**src/uart_bus_pkg.sv**
```systemverilog
//~~~~~~~~~~~~~~~~~~~~~~~~~~~~~~~~~~~~~~~~~~~~~~~~~~~~~~~~~~~~~~~~~~~~~~~~~~
// CPU side register map and the strobes between the register block and
// the serial engines. Only three addresses are decoded, address 3 reads 0.
//~~~~~~~~~~~~~~~~~~~~~~~~~~~~~~~~~~~~~~~~~~~~~~~~~~~~~~~~~~~~~~~~~~~~~~~~~~
package uart_bus_pkg;

    // register addresses
    localparam logic [1:0] ADDR_RX   = 2'd0;
    localparam logic [1:0] ADDR_RXCR = 2'd1;
    localparam logic [1:0] ADDR_TX   = 2'd2;

    // one CPU cycle, driven every clock
    typedef struct packed {
        logic       enable;
        logic [1:0] address;
        logic       w_en;
        logic [7:0] din;
    } cpu_req_t;

    // start strobe is one cycle wide and only sent while the transmitter is idle
    typedef struct packed {
        logic       start;
        logic [7:0] data;
    } tx_cmd_t;

    // valid pulses for one cycle, data holds until the next frame shifts in
    typedef struct packed {
        logic       valid;
        logic [7:0] data;
    } rx_byte_t;

endpackage

```
**src/uart_line_pkg.sv**
```systemverilog
//~~~~~~~~~~~~~~~~~~~~~~~~~~~~~~~~~~~~~~~~~~~~~~~~~~~~~~~~~~~~~~~~~~~~~~~~~~
// Serial line timing. The bit period is the clock rate over the baud rate,
// truncated, so a baud rate that does not divide the clock drifts a little.
// The sample tick is the bit period over the oversampling factor.
//~~~~~~~~~~~~~~~~~~~~~~~~~~~~~~~~~~~~~~~~~~~~~~~~~~~~~~~~~~~~~~~~~~~~~~~~~~
package uart_line_pkg;

    // defaults for the top level, 25 MHz core clock
    localparam int unsigned DEFAULT_CLK_HZ     = 25_000_000;
    localparam int unsigned DEFAULT_BAUD       = 115_200;
    localparam int unsigned DEFAULT_OVERSAMPLE = 8;

    // clock cycles in one bit time
    function automatic int unsigned clks_per_bit(input int unsigned clk_hz,
                                                 input int unsigned baud);
        return clk_hz / baud;
    endfunction

    // clock cycles between receiver sample ticks
    function automatic int unsigned ticks_per_sample(input int unsigned clk_hz,
                                                     input int unsigned baud,
                                                     input int unsigned oversample);
        return clks_per_bit(clk_hz, baud) / oversample;
    endfunction

endpackage
```
**src/uart_top.sv**
```systemverilog
//~~~~~~~~~~~~~~~~~~~~~~~~~~~~~~~~~~~~~~~~~~~~~~~~~~~~~~~~~~~~~~~~~~~~~~~~~~
// Serial port top level. Fixed 8N1 framing, no parity, FIFO or interrupt.
// The CPU request is sampled every clock whether enable is set or not.
//~~~~~~~~~~~~~~~~~~~~~~~~~~~~~~~~~~~~~~~~~~~~~~~~~~~~~~~~~~~~~~~~~~~~~~~~~~
`timescale 1ns/1ps

module uart_top #(
    parameter int unsigned CLK_HZ     = uart_line_pkg::DEFAULT_CLK_HZ,
    parameter int unsigned BAUD       = uart_line_pkg::DEFAULT_BAUD,
    parameter int unsigned OVERSAMPLE = uart_line_pkg::DEFAULT_OVERSAMPLE
) (
    input  logic                   clk,
    input  logic                   rst,
    input  uart_bus_pkg::cpu_req_t req,
    output logic [7:0]             dout,
    input  logic                   uart_rx,
    output logic                   uart_tx,
    output logic                   uart_cts
);
    import uart_bus_pkg::*;

    tx_cmd_t  tx_cmd;
    logic     tx_busy;
    rx_byte_t rx_byte;
    logic     rx_idle;

    uart_regs u_regs (
        .clk     (clk),
        .rst     (rst),
        .req     (req),
        .dout    (dout),
        .tx_cmd  (tx_cmd),
        .tx_busy (tx_busy),
        .rx      (rx_byte),
        .rx_idle (rx_idle),
        .cts     (uart_cts)
    );

    uart_tx #(
        .CLK_HZ (CLK_HZ),
        .BAUD   (BAUD)
    ) u_tx (
        .clk  (clk),
        .rst  (rst),
        .cmd  (tx_cmd),
        .txd  (uart_tx),
        .busy (tx_busy)
    );

    uart_rx #(
        .CLK_HZ     (CLK_HZ),
        .BAUD       (BAUD),
        .OVERSAMPLE (OVERSAMPLE)
    ) u_rx (
        .clk  (clk),
        .rst  (rst),
        .rxd  (uart_rx),
        .rx   (rx_byte),
        .idle (rx_idle)
    );

endmodule

```
**src/uart_regs.sv**
```systemverilog
//~~~~~~~~~~~~~~~~~~~~~~~~~~~~~~~~~~~~~~~~~~~~~~~~~~~~~~~~~~~~~~~~~~~~~~~~~~
// CPU register block. The first transmit write after reset is dropped
// since the monitor sends a port set-up byte there. A received byte is
// dropped while the previous one is unread. Reads return 7 bit data.
//~~~~~~~~~~~~~~~~~~~~~~~~~~~~~~~~~~~~~~~~~~~~~~~~~~~~~~~~~~~~~~~~~~~~~~~~~~
`timescale 1ns/1ps

module uart_regs (
    input  logic                   clk,
    input  logic                   rst,
    input  uart_bus_pkg::cpu_req_t req,
    output logic [7:0]             dout,
    output uart_bus_pkg::tx_cmd_t  tx_cmd,
    input  logic                   tx_busy,
    input  uart_bus_pkg::rx_byte_t rx,
    input  logic                   rx_idle,
    output logic                   cts
);
    import uart_bus_pkg::*;

    logic       held_q;
    logic [6:0] held_data_q;
    logic       ack_q;
    logic       skip_done_q;
    logic       tx_start_q;
    logic [6:0] tx_data_q;
    logic [7:0] dout_q;
    logic       tx_write;
    logic       rx_read;
    logic       take_rx;

    assign tx_write = req.enable && req.w_en && (req.address == ADDR_TX);
    assign rx_read  = req.enable && !req.w_en && (req.address == ADDR_RX);
    assign take_rx  = rx.valid && !held_q;

    // holding flag, set by the receiver and cleared by the CPU read
    always_ff @(posedge clk or posedge rst)
    begin
        if (rst)
            held_q <= 1'b0;
        else if (take_rx)
            held_q <= 1'b1;
        else if (ack_q)
            held_q <= 1'b0;
    end

    always_ff @(posedge clk)
    begin
        if (take_rx)
            held_data_q <= rx.data[6:0];
    end

    always_ff @(posedge clk or posedge rst)
    begin
        if (rst)
        begin
            ack_q       <= 1'b0;
            skip_done_q <= 1'b0;
            tx_start_q  <= 1'b0;
            dout_q      <= 8'd0;
        end
        else
        begin
            tx_start_q <= 1'b0;
            // one cycle pulse even when the CPU holds the address
            ack_q <= rx_read && !ack_q;

            // busy only rises the cycle after the strobe, so block a second strobe too
            if (tx_write)
            begin
                if (!skip_done_q)
                    skip_done_q <= 1'b1;
                else if (!tx_busy && !tx_start_q)
                    tx_start_q <= 1'b1;
            end

            case (req.address)
            ADDR_RX:   dout_q <= {held_q, held_data_q};
            ADDR_RXCR: dout_q <= {held_q, 7'd0};
            ADDR_TX:   dout_q <= {tx_busy, 7'd0};
            default:   dout_q <= 8'd0;
            endcase
        end
    end

    always_ff @(posedge clk)
    begin
        if (tx_write && skip_done_q && !tx_busy && !tx_start_q)
            tx_data_q <= req.din[6:0];
    end

    // terminal side only carries 7 bits
    assign tx_cmd.start = tx_start_q;
    assign tx_cmd.data  = {1'b0, tx_data_q};

    assign dout = dout_q;
    assign cts  = !rx_idle || held_q;

endmodule

```
**src/uart_rx.sv**
```systemverilog
//~~~~~~~~~~~~~~~~~~~~~~~~~~~~~~~~~~~~~~~~~~~~~~~~~~~~~~~~~~~~~~~~~~~~~~~~~~
// Oversampling 8N1 receiver. OVERSAMPLE must be 2 or more and the bit time
// at least OVERSAMPLE clocks. A frame with a low stop bit is discarded.
// valid lands in the stop bit, its exact cycle depends on the tick phase.
//~~~~~~~~~~~~~~~~~~~~~~~~~~~~~~~~~~~~~~~~~~~~~~~~~~~~~~~~~~~~~~~~~~~~~~~~~~
`timescale 1ns/1ps

module uart_rx #(
    parameter int unsigned CLK_HZ     = uart_line_pkg::DEFAULT_CLK_HZ,
    parameter int unsigned BAUD       = uart_line_pkg::DEFAULT_BAUD,
    parameter int unsigned OVERSAMPLE = uart_line_pkg::DEFAULT_OVERSAMPLE
) (
    input  logic                   clk,
    input  logic                   rst,
    input  logic                   rxd,
    output uart_bus_pkg::rx_byte_t rx,
    output logic                   idle
);
    import uart_line_pkg::*;

    localparam int unsigned TPS = ticks_per_sample(CLK_HZ, BAUD, OVERSAMPLE);
    localparam int TICK_W = (TPS > 1) ? $clog2(TPS) : 1;
    localparam int OS_W = $clog2(OVERSAMPLE);
    localparam logic [OS_W-1:0] OS_HALF = OS_W'(OVERSAMPLE / 2 - 1);
    localparam logic [OS_W-1:0] OS_LAST = OS_W'(OVERSAMPLE - 1);

    typedef enum logic [1:0] {S_IDLE, S_START, S_DATA, S_STOP} state_t;

    state_t            state_q;
    logic [1:0]        sync_q;
    logic              rxd_s;
    logic [TICK_W-1:0] tick_cnt_q;
    logic              tick;
    logic [OS_W-1:0]   os_cnt_q;
    logic [2:0]        bit_cnt_q;
    logic [7:0]        shift_q;
    logic              valid_q;
    logic              sample_data;

    // two flop synchroniser, line idles high
    always_ff @(posedge clk or posedge rst)
    begin
        if (rst)
            sync_q <= 2'b11;
        else
            sync_q <= {sync_q[0], rxd};
    end

    assign rxd_s = sync_q[1];

    // free running sample tick
    assign tick = (tick_cnt_q == TICK_W'(TPS - 1));

    always_ff @(posedge clk or posedge rst)
    begin
        if (rst)
            tick_cnt_q <= '0;
        else if (tick)
            tick_cnt_q <= '0;
        else
            tick_cnt_q <= tick_cnt_q + 1'b1;
    end

    always_ff @(posedge clk or posedge rst)
    begin
        if (rst)
        begin
            state_q   <= S_IDLE;
            os_cnt_q  <= '0;
            bit_cnt_q <= '0;
            valid_q   <= 1'b0;
        end
        else
        begin
            valid_q <= 1'b0;
            if (tick)
            begin
                case (state_q)
                S_IDLE:
                begin
                    os_cnt_q <= '0;
                    if (!rxd_s)
                        state_q <= S_START;
                end
                S_START:
                begin
                    // half a bit after the edge, a high line was only a glitch
                    if (os_cnt_q == OS_HALF)
                    begin
                        os_cnt_q  <= '0;
                        bit_cnt_q <= '0;
                        state_q   <= rxd_s ? S_IDLE : S_DATA;
                    end
                    else
                        os_cnt_q <= os_cnt_q + 1'b1;
                end
                S_DATA:
                begin
                    if (os_cnt_q == OS_LAST)
                    begin
                        os_cnt_q  <= '0;
                        bit_cnt_q <= bit_cnt_q + 3'd1;
                        if (bit_cnt_q == 3'd7)
                            state_q <= S_STOP;
                    end
                    else
                        os_cnt_q <= os_cnt_q + 1'b1;
                end
                default:
                begin
                    // middle of the stop bit
                    if (os_cnt_q == OS_LAST)
                    begin
                        os_cnt_q <= '0;
                        valid_q  <= rxd_s;
                        state_q  <= S_IDLE;
                    end
                    else
                        os_cnt_q <= os_cnt_q + 1'b1;
                end
                endcase
            end
        end
    end

    assign sample_data = tick && (state_q == S_DATA) && (os_cnt_q == OS_LAST);

    // LSB arrives first
    always_ff @(posedge clk)
    begin
        if (sample_data)
            shift_q <= {rxd_s, shift_q[7:1]};
    end

    assign rx.valid = valid_q;
    assign rx.data  = shift_q;
    assign idle     = (state_q == S_IDLE);

endmodule

```
**src/uart_tx.sv**
```systemverilog
//~~~~~~~~~~~~~~~~~~~~~~~~~~~~~~~~~~~~~~~~~~~~~~~~~~~~~~~~~~~~~~~~~~~~~~~~~~
// 8N1 transmitter. A start strobe seen while busy is low is ignored
// otherwise. busy rises the cycle after the strobe and falls when the stop
// bit ends. CLK_HZ must be at least BAUD.
//~~~~~~~~~~~~~~~~~~~~~~~~~~~~~~~~~~~~~~~~~~~~~~~~~~~~~~~~~~~~~~~~~~~~~~~~~~
`timescale 1ns/1ps

module uart_tx #(
    parameter int unsigned CLK_HZ = uart_line_pkg::DEFAULT_CLK_HZ,
    parameter int unsigned BAUD   = uart_line_pkg::DEFAULT_BAUD
) (
    input  logic                  clk,
    input  logic                  rst,
    input  uart_bus_pkg::tx_cmd_t cmd,
    output logic                  txd,
    output logic                  busy
);
    import uart_line_pkg::*;

    localparam int unsigned CPB = clks_per_bit(CLK_HZ, BAUD);
    localparam int CNT_W = (CPB > 1) ? $clog2(CPB) : 1;

    logic [CNT_W-1:0] baud_cnt_q;
    logic [3:0]       bit_cnt_q;
    logic [8:0]       shift_q;
    logic             txd_q;
    logic             busy_q;
    logic             bit_end;

    // last cycle of the current bit time
    assign bit_end = (baud_cnt_q == CNT_W'(CPB - 1));

    always_ff @(posedge clk or posedge rst)
    begin
        if (rst)
        begin
            busy_q     <= 1'b0;
            txd_q      <= 1'b1;
            baud_cnt_q <= '0;
            bit_cnt_q  <= '0;
        end
        else if (!busy_q)
        begin
            // start bit goes out on the same edge that takes the strobe
            if (cmd.start)
            begin
                busy_q     <= 1'b1;
                txd_q      <= 1'b0;
                baud_cnt_q <= '0;
                bit_cnt_q  <= '0;
            end
        end
        else if (bit_end)
        begin
            baud_cnt_q <= '0;
            // bit 9 is the stop bit, line is already high
            if (bit_cnt_q == 4'd9)
            begin
                busy_q <= 1'b0;
            end
            else
            begin
                txd_q     <= shift_q[0];
                bit_cnt_q <= bit_cnt_q + 4'd1;
            end
        end
        else
        begin
            baud_cnt_q <= baud_cnt_q + 1'b1;
        end
    end

    // data bits LSB first, a one behind them becomes the stop bit
    always_ff @(posedge clk)
    begin
        if (!busy_q && cmd.start)
            shift_q <= {1'b1, cmd.data};
        else if (busy_q && bit_end)
            shift_q <= {1'b1, shift_q[8:1]};
    end

    assign txd  = txd_q;
    assign busy = busy_q;

endmodule

```
**config.mk**
```make
export PLATFORM = sky130hd
export DESIGN_NAME = uart_top
export DESIGN_NICKNAME = d
export VERILOG_FILES = /design/src/uart_bus_pkg.sv /design/src/uart_line_pkg.sv /design/src/uart_top.sv /design/src/uart_regs.sv /design/src/uart_rx.sv /design/src/uart_tx.sv
export SDC_FILE = /design/constraint.sdc
export NUM_CORES = 1
export LEC_CHECK = 0
export BUFFER_PORTS_ARGS = -buffer_cell sky130_fd_sc_hd__buf_4
export CAP_MARGIN = 20
export CORE_ASPECT_RATIO = 1.1
export CORE_MARGIN = 1
export CORE_UTILIZATION = 41
export CTS_CLUSTER_DIAMETER = 100
export DETAILED_ROUTE_END_ITERATION = 16
export PLACE_DENSITY_LB_ADDON = 0.1
export SLEW_MARGIN = 10
export SYNTH_ARGS = -nofsm -noshare
export SYNTH_HDL_FRONTEND = slang
export SYNTH_SLANG_ARGS = --single-unit
```
**constraint.sdc**
```tcl
create_clock -name clk -period 4 [get_ports clk]
set_input_delay 0.2 -clock clk [delete_from_list [all_inputs] [get_ports clk]]
set_output_delay 0.2 -clock clk [all_outputs]
set_load 0.05 [all_outputs]
```
After elaboration in Yosys (flattened, before gate mapping)
Cells that the tools add are included.
{"block": "totals", "reg_bits": 72, "out_inout_bits": 10, "word_cells": 113}
{"block": "classes", "n_addsub": 5, "eq_ne": 16, "muxes": 40, "reduce_logical": 32}
{"operator": "$mux W8", "count": 3}
{"operator": "$pmux W8 S3", "count": 1}
{"operator": "$mux W1", "count": 16}
{"operator": "$mux W4", "count": 4}
{"operator": "$logic_and A1 B1 Y1", "count": 14}
{"operator": "$mux W7", "count": 2}
{"operator": "$mux W2", "count": 6}
{"operator": "$mux W3", "count": 4}
{"operator": "$pmux W3 S2", "count": 2}
{"operator": "$add A8 B1 Y8 const B", "count": 1}
{"operator": "$eq A8 B8 Y1 const B", "count": 1}
{"operator": "$reduce_bool A2 Y1", "count": 4}
{"operator": "$add A3 B1 Y3 const B", "count": 2}
{"operator": "$eq A3 B3 Y1 const B", "count": 2}
{"operator": "$logic_not A1 Y1", "count": 6}
{"operator": "$ne A2 B1 Y1 const B", "count": 3}
{"operator": "$ne A2 B2 Y1 const B", "count": 3}
{"operator": "$pmux W2 S3", "count": 1}
{"operator": "$reduce_and A6 Y1", "count": 1}
{"operator": "$add A5 B1 Y5 const B", "count": 1}
{"operator": "$eq A5 B5 Y1 const B", "count": 1}
{"operator": "$mux W5", "count": 1}
{"operator": "$add A4 B1 Y4 const B", "count": 1}
{"operator": "$eq A2 B1 Y1 const B", "count": 2}
{"operator": "other kinds (9)", "count": 11}

Depth between registers and ports, before layout
{"block": "logic_depth", "word_depth": 5, "depth_mapped": 7, "ltp_nobuf": 6}

Modules after synthesis
From an unflattened synthesis, not the netlist that was laid out.
{"block": "unflattened", "cells_unflattened": 252, "area_unflattened_um2": 3211.8}
{"module": "uart_tx", "n_inst": 1, "cells_each": 115, "area_per_inst_um2": 1229.9}
{"module": "uart_rx", "n_inst": 1, "cells_each": 87, "area_per_inst_um2": 1113.6}
{"module": "uart_regs", "n_inst": 1, "cells_each": 50, "area_per_inst_um2": 868.3}

Worst setup path after synthesis
OpenSTA, ideal clock, no wires.
{"block": "synth_timing", "kind": "register to register", "start": "register u_tx.baud_cnt_q[0]", "end": "register u_tx.shift_q[0] (enable)", "arrival_ps": 1456, "slack_ps": 2171, "path_stages_with_launch": 7, "n_path_buf": 1, "synth_period_minus_slack_ps": 1829, "cell_sequence": "dfrtp_1 -> inv_1 -> ha_1 -> and3b_1 -> nand2_1 -> buf_2 -> a21oi_1"}
{"block": "synth_between", "elab_chain_cells": 3}
{"element": "start, declared", "line": "uart_tx.sv:23", "text": "logic [CNT_W-1:0] baud_cnt_q;"}
{"element": "start signal, assigned", "line": "uart_tx.sv:69", "text": "baud_cnt_q <= baud_cnt_q + 1'b1;"}
{"element": "$eq A8 B8 Y1", "line": "uart_tx.sv:31", "text": "assign bit_end = (baud_cnt_q == CNT_W'(CPB - 1));"}
{"element": "$logic_and A1 B1 Y1", "line": "uart_tx.sv:78", "text": "else if (busy_q && bit_end)"}
{"element": "$reduce_bool A2 Y1 (no line)"}
{"element": "end signal, assigned", "line": "uart_tx.sv:77", "text": "shift_q <= {1'b1, cmd.data};"}
{"element": "end signal, assigned", "line": "uart_tx.sv:79", "text": "shift_q <= {1'b1, shift_q[8:1]};"}
{"element": "end, declared", "line": "uart_tx.sv:25", "text": "logic [8:0] shift_q;"}
Every way passes these cells.
A chain may end at the register's enable or synchronous reset.

Final worst setup path
{"block": "layout_timing", "start": "register u_tx.baud_cnt_q[0]", "end": "register u_tx.shift_q[6] (enable)"}
The elaborated chain is that of the path after synthesis.

==> flow_summary_export.csv <==
group,metric,value,unit
run_status,status,"finished with violations",
run_status,violations,"negative hold slack",
clock_network,cts_tree,"yes",
global_routing,grtUsageMet1,18.5,%
global_routing,grt_max_degree,43,
logic_synthesis,synth_top_area_share,31.8,%
floorplan,initial_utilization,43.0,%
logic_synthesis,yosysTopAreaCell,"dfrtp_1",
logic_synthesis,syn-num-nets,272,
finish,syn_to_final_growth,15.1,%
clock_network,cts-root-buf,"clkbuf_8",
logic_synthesis,syn_area_per_cell,12.7,um2
timing,fin_crit,2160,ps
placed_design,portBuffers,23,
detailed_routing,wl_per_cell,14.1,um
clock_network,clk_latency,340,ps
timing,tightestPinTransition,678,ps
logic_synthesis,synthDistinctLibCells,46,
global_routing,grt-ovfl-total,0,
timing,setup-violations-final,0,
timing,max_freq,0.464,GHz
logic_synthesis,muxShareOfSynthArea,3.55,%
logic_synthesis,synth_ff_type,"dfrtp_1",
global_routing,grt_pass1_wl,8740,um
logic_synthesis,synth_xor_area_share,1.14,%
timing,rsz0062_at_grt,"false",
logic_synthesis,synth_area,3060,um2
global_routing,busiest_layer,"met2",
worst_setup_path,cp_max_fo,11,
finish,drive_gt1_share,18.8,%
clock_network,clock-sinks,72,
logic_synthesis,synth_most_common_cell,"dfrtp_1",
logic_synthesis,synth.cells.most_frequent,"39 x dfrtp_1, 29 x edfxtp_1, 21 x nand2_1",
power_and_ir_drop,powerDensity,467,nW/um2
global_routing,grt_antenna_before_repair,0,
logic_synthesis,async_flop_share,58.3,%
global_routing,grt_use_met2,23.2,%
placed_design,dp_hpwl,3470,um
floorplan,ios,25,
power_and_ir_drop,peakVddDrop,0.201,mV
clock_network,cts_buffers,9,
global_routing,grt_util_all_layers,14.8,%
logic_synthesis,synth_seq_cells,72,
timing,hold_violations,15,
detailed_routing,num_vias,1848,
logic_synthesis,postSynthCellCount,241,
finish,diodes,0,
power_and_ir_drop,p_leak,1.52,nW
finish,layout.nets,303,
clock_network,cts_max_path_buffers,2,
timing,fin_skew,7.56,ps
clock_network,h-tree-depth,3,
clock_network,cts_hold_buf,1,
worst_setup_path,path_class,"flop to flop",
logic_synthesis,synth.top_cells.by_area,"dfrtp_1 32%, edfxtp_1 28%, ha_1 6.5%, dfstp_2 2.6%, mux2_2 2.6%",
logic_synthesis,synth-simple-area-share,14.5,%
detailed_routing,drt-initial-drc-count,56,
detailed_routing,drc,0,
floorplan,dieArea,7820,um2
worst_setup_path,critPathArrivalTime,2120,ps
min_path,hold_class,"input port to async pin",
timing,fin_tns_setup,0,ps
worst_setup_path,end_kind,"flop",
worst_setup_path,critPathLaunchType,"flop",
clock_network,path_clk_slew,70,ps
timing,period_share,53.9,%
detailed_routing,drt_pass1_iterations,4,
global_routing,grt_pass1_vias,1842,
logic_synthesis,synth_fa_ha_area_share,6.53,%
floorplan,fp.dieW,84.4,um
clock_network,ctsResizeCount,0,
power_and_ir_drop,finalPower,1.65,mW
timing,hold_ws,-6.64,ps
logic_synthesis,yosysSeqAreaShare,63.5,%
detailed_routing,wl,5100,um
floorplan,die_y,92.7,um
detailed_routing,ant_nets,0,
worst_setup_path,required,3970,ps
logic_synthesis,synth_warnings,0,
timing,maxSlewViolCount,0,
detailed_routing,vias_per_cell,5.10,
floorplan,rows,32,
global_routing,use_met3,4.01,%
flow_run,cap_violations,0,
clock_network,post-cts-setup-buffers,0,
logic_synthesis,synth_enable_flop_cells,29,
timing,max_slew_margin,54.8,%
floorplan,core-area,7130,um2
logic_synthesis,synth_compound_area_share,8.41,%
logic_synthesis,synth_top_family_by_area,"simple AND/OR/NAND/NOR gates",
placed_design,place.gp.congestion,0.734,
[metal layers]
| layer | share of wire (%) | wire [um] |
|---|---|---|
| met1 | 50 | 2530 |
| met2 | 45 | 2290 |
| met3 | 2.9 | 149 |
| met4 | 2.5 | 127 |
| met5 | 0 | 0 |
[flip-flops by register name, summed over array words and instances (netlist names), 2 cells and up]
register and count:
u_rx.state_q 2, u_regs.held_data_q 7, u_rx.os_cnt_q 3, u_rx.bit_cnt_q 3, u_regs.tx_data_q 7, u_rx.shift_q 8, u_tx.baud_cnt_q 8, u_regs.dout 8
u_rx.tick_cnt_q 5, u_tx.bit_cnt_q 4, u_tx.shift_q 8, u_rx.sync_q 2
[path summary, 6_finish.rpt]
check                                          startpoint                             to  slack, ps  depth (start not counted)
min in group clk                                   req[3]  u_regs.tx_data_q[3]$_DFFE_PP_         40                          1
max in group asynchronous                             rst       u_rx.sync_q[0]$_DFF_PP1_       3630                          3
max                        u_tx.baud_cnt_q[0]$_DFFE_PP0P_      u_tx.shift_q[6]$_DFFE_PP_       1840                          5
max reg2reg                u_tx.baud_cnt_q[0]$_DFFE_PP0P_      u_tx.shift_q[6]$_DFFE_PP_       1840                          5
min                                                   rst   u_rx.tick_cnt_q[2]$_DFF_PP0_         -7                          3
min reg2reg                      u_rx.sync_q[0]$_DFF_PP1_       u_rx.sync_q[1]$_DFF_PP1_        360                          0
[final cells by class]
| class | count | area [um2] |
|---|---|---|
| Sequential cell | 72 | 1950 |
| Tap cell | 85 | 106 |
| Multi-Input combinational cell | 151 | 1050 |
| Inverter | 13 | 48.8 |
| Clock buffer | 11 | 131 |
| Timing Repair Buffer | 25 | 190 |
| Clock inverter | 5 | 58.8 |
| Fill cell | 634 | 3600 |
[report_power, final]
group	internal, mW	switching (mW)
combinational	0.0788	0.120
clock	0.288	0.265
sequential	0.836	0.0602
total	1.20	0.445
[worst max-delay path, cell delays in order (launching register included)]
cell and delay (ps):
dfrtp_1 410, inv_1 70, ha_1 130, and3b_1 250, nand2_1 280, a21oi_1 650
[stage by stage]
step | util (%) | std cells | area, um2 | setup WS, ps
after floorplan | - | 241 | 3060 | 2170
after global placement | 46.7 | 345 | 3330 | 1840
after detailed placement | 46.7 | 345 | 3330 | 1840
after CTS | 49.5 | 362 | 3530 | 1810
after global routing | 49.5 | 362 | 3530 | 1690
final | 49.5 | 362 | 3530 | 1840
[cells in the final DEF (no fill, tap or decap), drive strengths merged, types with 4 or more instances in the layout]
cell type,instances
buf,24
and2,10
clkbuf,11
nand2,21
dfrtp,39
inv,12
nor2,14
o21ai,8
a31oi,4
a21oi,6
mux2,7
a22o,6
edfxtp,29
ha,16
nand3,12
and3,6
[logic make-up (layout without fill, tap and decap cells)]
| kind of cell | Yosys count | after routing |
|---|---|---|
| adder cells (fa/ha/maj) | 16 | 16 |
| multiplexers | 10 | 10 |
| flip-flops | 72 | 72 |
| XOR/XNOR | 4 | 4 |
| AND/OR/NAND/NOR | 83 | 83 |
| AO/OA/AOI/OAI | 38 | 38 |
| buffers and inverters | 18 | 54 |
Power figures use the tool's default switching activity.
